$ cat src/design/rename_pkg.sv
package rename_pkg;

    // register file sizes
    localparam int ARCH_REG_NUM    = 32;
    localparam int PHYS_REG_NUM    = 64;
    localparam int FREE_LIST_DEPTH = PHYS_REG_NUM - ARCH_REG_NUM;

    // index widths derived from the sizes above
    localparam int ARCH_REG_W = $clog2(ARCH_REG_NUM);     // 5
    localparam int PHYS_REG_W = $clog2(PHYS_REG_NUM);     // 6
    localparam int FREE_PTR_W = $clog2(FREE_LIST_DEPTH);  // 5

    // architectural register index, r0 hardwired to zero
    typedef logic [ARCH_REG_W-1:0] arch_reg_t;

    // physical register index, p0 is the permanent home of r0
    typedef logic [PHYS_REG_W-1:0] phys_reg_t;

    // free list read / write pointer
    typedef logic [FREE_PTR_W-1:0] free_ptr_t;

    // free list occupancy, one extra bit so that a full list (32) fits
    typedef logic [FREE_PTR_W:0] free_count_t;

    // one rename request from the decoder
    typedef struct packed {
        arch_reg_t src1;
        arch_reg_t src2;
        arch_reg_t dest;
    } rename_req_t;

    // renamed operands, plus the mapping that dest replaces
    typedef struct packed {
        phys_reg_t src1;
        phys_reg_t src2;
        phys_reg_t dest;
        phys_reg_t dest_old;   // handed to the ROB, freed on commit
    } rename_resp_t;

endpackage

$ cat src/design/rename_map_table.sv
`timescale 1ns/1ps

module rename_map_table import rename_pkg::*; (
    input  logic         clk,
    input  logic         reset,
    input  rename_req_t  req,          // registered request, one stage cycle
    input  logic         alloc_valid,  // dest is written this cycle
    input  phys_reg_t    alloc_phys,   // new physical register from the free list
    output rename_resp_t resp
);

    // architectural to physical map
    phys_reg_t map [ARCH_REG_NUM];

    // identity mapping after reset, so ri lives in pi
    // the only write is the dest entry, at the end of the stage cycle
    always_ff @(posedge clk) begin
        if (reset) begin
            for (int i = 0; i < ARCH_REG_NUM; i++) begin
                map[i] <= phys_reg_t'(i);
            end
        end else if (alloc_valid) begin
            map[req.dest] <= alloc_phys;
        end
    end

    // source lookup
    // a request that follows directly sees this write, since it is sampled
    // into the stage on the same edge as the map update
    always_comb begin
        resp.src1 = map[req.src1];
        resp.src2 = map[req.src2];
    end

    // destination side
    always_comb begin
        if (alloc_valid) begin
            resp.dest = alloc_phys;
        end else begin
            resp.dest = '0;                // no allocation, r0 or idle
        end
        resp.dest_old = map[req.dest];     // p0 for r0, it is never remapped
    end

    // r0 is filtered in the top, so entry 0 must never leave p0
    a_r0_maps_to_p0 : assert property (
        @(posedge clk) disable iff (reset)
        map[0] == '0
    ) else $error("map table entry 0 no longer holds p0");

endmodule

$ cat src/design/free_list.sv
`timescale 1ns/1ps

module free_list import rename_pkg::*; (
    input  logic      clk,
    input  logic      reset,
    input  logic      pop,        // allocation takes head_phys
    input  logic      push,       // commit release
    input  phys_reg_t push_phys,
    output phys_reg_t head_phys,  // next register to hand out
    output logic      empty
);

    // circular buffer of free physical registers
    phys_reg_t buffer [FREE_LIST_DEPTH];

    free_ptr_t   rd_ptr;
    free_ptr_t   wr_ptr;
    free_count_t count;
    logic        full;

    // depth is a power of two, pointers wrap by themselves

    assign empty     = (count == '0);
    assign full      = (count == free_count_t'(FREE_LIST_DEPTH));
    assign head_phys = buffer[rd_ptr];  // old value even if pushed this cycle

    // buffer contents
    // at reset it holds p32..p63 in ascending order, head first
    always_ff @(posedge clk) begin
        if (reset) begin
            for (int i = 0; i < FREE_LIST_DEPTH; i++) begin
                buffer[i] <= phys_reg_t'(ARCH_REG_NUM + i);
            end
        end else if (push) begin
            buffer[wr_ptr] <= push_phys;
        end
    end

    // read pointer
    always_ff @(posedge clk) begin
        if (reset) begin
            rd_ptr <= '0;
        end else if (pop) begin
            rd_ptr <= rd_ptr + 1'b1;
        end
    end

    // write pointer, starts on the head because the list is full
    always_ff @(posedge clk) begin
        if (reset) begin
            wr_ptr <= '0;
        end else if (push) begin
            wr_ptr <= wr_ptr + 1'b1;
        end
    end

    // occupancy
    always_ff @(posedge clk) begin
        if (reset) begin
            count <= free_count_t'(FREE_LIST_DEPTH);
        end else begin
            case ({push, pop})
                2'b10:   count <= count + 1'b1;
                2'b01:   count <= count - 1'b1;
                default: count <= count;      // idle, or push and pop together
            endcase
        end
    end

    // upstream has to hold back nonzero dests while the list is empty,
    // including the one already in the stage
    a_no_pop_when_empty : assert property (
        @(posedge clk) disable iff (reset)
        pop |-> !empty
    ) else $error("free list popped while empty");

    // a full list already holds every unmapped register, so any
    // further release is a register freed twice
    a_no_push_when_full : assert property (
        @(posedge clk) disable iff (reset)
        push |-> !full
    ) else $error("free list pushed while full, double free of p%0d", push_phys);

endmodule

$ cat src/design/register_rename.sv
`timescale 1ns/1ps

module register_rename import rename_pkg::*; (
    input  logic         clk,
    input  logic         reset,
    input  logic         rename_valid,  // strobe from the decoder
    input  rename_req_t  rename_req,
    input  logic         commit_valid,  // strobe from the ROB
    input  phys_reg_t    commit_phys,
    output logic         rename_done,
    output rename_resp_t rename_resp,
    output logic         free_empty
);

    // input stage
    logic        rename_valid_q;
    rename_req_t rename_req_q;
    logic        commit_valid_q;
    phys_reg_t   commit_phys_q;

    // stage controls
    logic      alloc;          // request with a real dest
    logic      release_valid;  // commit of a nonzero register
    phys_reg_t alloc_phys;

    // registered strobes
    always_ff @(posedge clk) begin
        if (reset) begin
            rename_valid_q <= 1'b0;
            commit_valid_q <= 1'b0;
        end else begin
            rename_valid_q <= rename_valid;
            commit_valid_q <= commit_valid;
        end
    end

    always_ff @(posedge clk) begin
        rename_req_q  <= rename_req;
        commit_phys_q <= commit_phys;
    end

    // r0 is never renamed, this is the only place the test is made
    assign alloc = rename_valid_q && (rename_req_q.dest != '0);

    // p0 belongs to r0 for good and must never reach the free list
    assign release_valid = commit_valid_q && (commit_phys_q != '0);

    // one cycle from the sampling edge to a valid response
    assign rename_done = rename_valid_q;

    rename_map_table rename_map_table_inst (
        .clk         (clk),
        .reset       (reset),
        .req         (rename_req_q),
        .alloc_valid (alloc),
        .alloc_phys  (alloc_phys),
        .resp        (rename_resp)
    );

    free_list free_list_inst (
        .clk       (clk),
        .reset     (reset),
        .pop       (alloc),
        .push      (release_valid),
        .push_phys (commit_phys_q),
        .head_phys (alloc_phys),
        .empty     (free_empty)
    );

    // releasing the register handed out in the same stage cycle
    // is a double free, it still sits at the head
    a_commit_phys_legal : assert property (
        @(posedge clk) disable iff (reset)
        release_valid |-> !(alloc && (commit_phys_q == alloc_phys))
    ) else $error("illegal release of p%0d", commit_phys_q);

endmodule

$ cat config.mk
export PLATFORM = sky130hd
export DESIGN_NAME = register_rename
export DESIGN_NICKNAME = d
export VERILOG_FILES = /design/src/design/rename_pkg.sv /design/src/design/rename_map_table.sv /design/src/design/free_list.sv /design/src/design/register_rename.sv
export SDC_FILE = /design/constraint.sdc
export NUM_CORES = 1
export LEC_CHECK = 0
export BUFFER_PORTS_ARGS = -buffer_cell sky130_fd_sc_hd__buf_2
export CELL_PAD_IN_SITES_DETAIL_PLACEMENT = 0
export CELL_PAD_IN_SITES_GLOBAL_PLACEMENT = 1
export CORE_MARGIN = 8
export CORE_UTILIZATION = 45
export DETAILED_ROUTE_END_ITERATION = 6
export GPL_TIMING_DRIVEN = 0
export PLACE_DENSITY_LB_ADDON = 0.1
export SKIP_CTS_REPAIR_TIMING = 1
export SYNTH_ARGS = -nofsm -noshare
export SYNTH_HDL_FRONTEND = slang
export SYNTH_SLANG_ARGS = --single-unit
$ cat constraint.sdc
create_clock -name clk -period 4.4 [get_ports clk]
set_input_delay 0.88 -clock clk [delete_from_list [all_inputs] [get_ports clk]]
set_output_delay 0.88 -clock clk [all_outputs]
set_load 0.05 [all_outputs]
Word-level counts from Yosys, hierarchy flattened:

Memories as Yosys holds them, arrays and structs flattened. A register that Yosys moved wholly into a read port is not among the register bits.
Index checks and enable logic that the tools add are counted.

* register bits: 29
* memory bits (writable): 384
* bits of input ports: 25
* output and inout port bits: 26
* word-level logic and storage cells: 41
* memories kept: 2

Memories
* free_list_inst.buffer: depth 32, width 6, rd ports 1, clocked after Yosys merged registers in 1, wr ports 32, RTL line free_list.sv:14 `phys_reg_t buffer [FREE_LIST_DEPTH];`
* rename_map_table_inst.map: depth 32, width 6, rd ports 3, clocked after Yosys merged registers in 3, wr ports 32, RTL line rename_map_table.sv:13 `phys_reg_t map [ARCH_REG_NUM];`

* add/subtract/negate cells: 4
* equality and inequality tests: 2
* muxes and demuxes: 18
* reductions and logical operators: 8

Operators by type and width (number)
* $mux 5: 4
* $mux 6: 3
* $pmux 6 s2: 1
* $reduce_or 6->1: 2
* $add 5x1->5 const B: 2
* $mux 1: 10
* $add 6x1->6 const B: 1
* $logic_not 6->1: 1
* $reduce_bool 6->1: 1
* $sub 6x1->6 const B: 1
* $reduce_bool 5->1: 1
* $eq 2x1->1 const B: 1
* $eq 2x2->1 const B: 1
* $logic_and 1x1->1: 2
* $reduce_bool 2->1: 1

Depth between registers and ports, before layout:

* depth after elaboration: 7
* gate-level depth with buffers: 11

By module:

Synthesis repeated with hierarchy kept, for this count alone.

* cell total of the unflattened synthesis: 1585
* area total of the unflattened synthesis: 22650.5 um2

By module, submodules not included
* rename_map_table: times used 1, cells an instance 766, area each 12065.3 um2
* free_list: times used 1, cells an instance 790, area each 10080.9 um2
* register_rename: times used 1, cells an instance 29, area each 504.2 um2

Worst setup path before layout:

OpenSTA, ideal clock, no wires.

* kind: reg-to-output
* from: register (tool-made name)
* to: output port rename_resp[11] in the netlist's numbering
* arrival: 2.447 ns
* required time: 3.520 ns
* setup slack: 1.073 ns
* stages on the path, launching flop included: 11
* cell sequence: dfxtp_1 > buf_4 > buf_12 > buf_6 > mux2i_1 > a22oi_1 > a21oi_1 > or4_1 > buf_2 > buf_6 > nor2_1

RTL lines
* end: declaration: RTL line register_rename.sv:11 `output rename_resp_t rename_resp,`

==> results.py <==
metrics = {
    "yosys": {
        "synth_cells": 1651,
        "yosys_register_bits": 428,
        "yosysUniqueCellTypes": 49,
        "synthArstFlopShare": 0,
        "postSynthAreaPerCell_um2": 13.61,
        "netlist.area_leader.share": 0.5133,
        "synth_ff_type": "edfxtp_1",
        "ys_seq_area_frac": 0.5526,
        "netlist_top_cells_area": "edfxtp_1 51%, mux4_2 17%, mux2i_1 4.5%",
        "synth.cell_area_um2": 22460,
        "synth_top_cell_by_area": "edfxtp_1",
        "yosys_warnings": 0,
        "synth_edf_count": 384,
    },
    "critical_path": {
        "worst-r2r-cell-count": 10,
        "cp-start-kind": "flip-flop",
        "r2r_end": "free_list_inst.count[5]",
        "rrSetupSlack_ps": 520,
        "worstPathMaxFanout": 10,
        "critical_path_class": "flip-flop to output pin",
        "cp-end-kind": "output pin",
        "cp.required_ps": 3520,
        "timing.rr.start": "rename_req_q[2]",
        "crit_arrival_ps": 3520,
        "crit_start": "rename_req_q[1]",
    },
    "cts": {
        "numCtsBuffers": 49,
        "clk_latency_ps": 600,
        "clkSlewWorstSetupHoldPaths_ps": 60,
        "cts_buffer_depth": 3,
        "cts.sinks": 428,
        "cts_htree_levels": 2,
        "cts_tree": "yes",
        "clock-root-buffer": "clkbuf_16",
    },
    "place": {
        "place_congestion": 0.9846,
        "io_buffers": 50,
        "pre_cts_slack_ps": 142.8,
        "dp_hpwl_mm": 55.94,
        "dp.cells": 2378,
    },
    "cells_and_area": {
        "num-nets-final": 1791,
        "multi_input_area_um2": 9360,
        "fin_cells": 2468,
        "area_delta_synth_final_pct": 12.72,
        "drive_gt1_frac": 0.2362,
        "fillers": 4319,
        "ff_latch_area_um2": 12410,
    },
    "floorplanning": {
        "die_area_um2": 57320,
        "row_count": 82,
        "core-area_um2": 49760,
        "die_x_um": 239.4,
        "ios": 51,
        "initial_core_util": 0.4514,
        "die_height_um": 239.4,
    },
    "routing": {
        "viasPerCell": 6.127,
        "wl_mm": 76.31,
        "routedWlPerCell_um": 30.92,
        "first_pass_iters": 6,
        "initialDrtViolationCount": 1718,
        "vias": 15122,
        "ant_nets": 0,
        "drcViolationCount": 0,
    },
    "timing": {
        "hold_violations": 0,
        "rsz0062_at_grt": "no",
        "fin_crit_ps": 4404,
        "period_share": 1.001,
        "finalClockSkew_ps": 28.85,
        "tightest_slew_ps": 1087,
        "slew_headroom": 0.2753,
        "setup_viol": 1,
        "fmax_mhz": 227.1,
        "tns_ps": -4.046,
        "worst_slack_ps": -4.046,
        "drv_slew": 0,
    },
    "power_and_ir_drop": {
        "totalPowerFinal_w": 0.009898,
        "p_leak_nw": 7.751,
        "powerDensity_nw_per_um2": 390.9,
        "peakVddDrop_mv": 0.2396,
    },
    "status": {
        "violations": "setup timing",
        "outcome": "complete, but fails checks",
    },
    "worst_hold_path": {
        "hp-start": "rename_req[6]",
        "hp-class": "primary input to flip-flop",
        "hold_depth": 1,
    },
    "grt": {
        "grt_max_degree": 13,
        "grtUsageMet1": 0.3325,
        "grt_pass1_wl_mm": 108.0,
        "grtUsageMet2": 0.4533,
        "use_met3": 0.03785,
        "gr-total-overflow": 0,
        "grt-busiest-layer": "met2",
        "grt_pass1_vias": 14985,
        "gr-usage-all-layers": 0.2657,
        "antenna_found_initial": 4,
    },
    "job": {
        "maxCapViolCount": 0,
    },
}
[placed cells by master, fill, tap and decap left out, types with 5 or more instances in the layout]
cell,n
a21boi_1,7
dfxtp_1,44
or4_1,7
nand2_1,116
o211ai_1,5
ha_1,10
a22oi_2,10
nor3_1,8
mux2_2,14
a21oi_1,13
a221oi_1,5
nor2b_1,12
buf_1,8
buf_4,14
clkbuf_8,6
buf_6,12
mux2i_1,102
or2_2,35
clkbuf_2,17
nor2_1,189
clkbuf_4,6
conb_1,6
inv_1,8
and2_1,86
mux4_2,168
nand3_1,25
a22oi_1,45
or3_1,115
nand2b_1,31
buf_2,67
a22o_1,5
xor2_1,7
a21boi_0,12
clkbuf_16,53
clkbuf_1,90
clkinv_2,7
edfxtp_1,384
[logic make-up (layout without fill, tap and decap cells)]
| group | after synthesis | in the layout | synth area share |
|---|---|---|---|
| buffers and inverters | 161 | 300 | 0.03487 |
| AND/OR/NAND/NOR | 645 | 645 | 0.1449 |
| AO/OA/AOI/OAI | 111 | 111 | 0.03621 |
| flip-flops | 428 | 428 | 0.5526 |
| multiplexers | 284 | 284 | 0.2209 |
| other | 1 | 7 | 0.0001669 |
| adder cells (fa/ha/maj) | 11 | 11 | 0.006461 |
| XOR/XNOR | 10 | 10 | 0.003899 |
[critical path: stages, from the launching register on]
cell	delay, ps
dfxtp_1	390
clkbuf_1	530
clkbuf_1	730
mux4_2	480
a22o_1	250
nand2_1	90
o211ai_1	170
buf_2	270
[worst max-delay path by stage]
stage,to,slack [ps]
2_1_floorplan,rename_resp[11],1070
4_1_cts,rename_resp[6],-500
5_1_grt,rename_resp[9],2
3_5_place_dp,rename_resp[6],140
6_report,rename_resp[5],-4
3_3_place_gp,rename_resp[6],140
[power breakdown]
part / internal [W] / switching [W]
combinational: 0.000379 / 0.000768
sequential: 0.00451 / 0.0000663
clock: 0.00247 / 0.00171
total: 0.00736 / 0.00254
[Yosys cell counts (all sizes together), types with 7 or more instances]
library cell	n
or3	115
xor2	7
nand2b	31
mux2	14
or4	9
nor2	190
clkbuf	93
a21oi	13
edfxtp	384
a21boi	19
nor2b	12
and2	86
inv	8
ha	10
buf	60
or2	35
nand3	25
a22oi	55
nand2	116
mux2i	102
mux4	168
nor3	8
dfxtp	44
[state kept, by name, indices dropped and copies added (netlist names), named ones only]
name / cells
free_list_inst.buffer: 192
rename_map_table_inst.map: 192
commit_phys_q: 6
free_list_inst.count: 6
free_list_inst.rd_ptr: 5
free_list_inst.wr_ptr: 5
rename_req_q: 5
commit_valid_q: 1
rename_done: 1
[per-layer routing]
metal / vias to the layer above / share of wire / routed length [um]
li1: 6508 / - / -
met1: 7699 / 0.38 / 29110
met2: 740 / 0.50 / 37860
met3: 173 / 0.071 / 5426
met4: 2 / 0.051 / 3907
met5: - / 0.00016 / 12
[final cells by class]
cell class                      instances  share of cell area
Clock inverter                         18            0.006819
Buffer                                151             0.03093
Clock buffer                           73             0.05772
Multi-Input combinational cell       1067              0.3697
Sequential cell                       428              0.4902
Timing Repair Buffer                   50             0.01018
Tap cell                              672             0.03321
Antenna cell                            1          0.00009883
Inverter                                8            0.001186
[per-stage QoR]
step / hold slack [ps] / util / cell area [um2]
6_report: 379.8 / 0.5089 / 25320
5_1_grt: 374.8 / 0.5088 / 25320
4_1_cts: 356.9 / 0.5066 / 25210
3_5_place_dp: 477.9 / 0.4737 / 23570
3_3_place_gp: 476.9 / 0.4737 / 23570
2_1_floorplan: 452.7 / - / 22480
No activity file was read; power rests on OpenSTA's default activity.
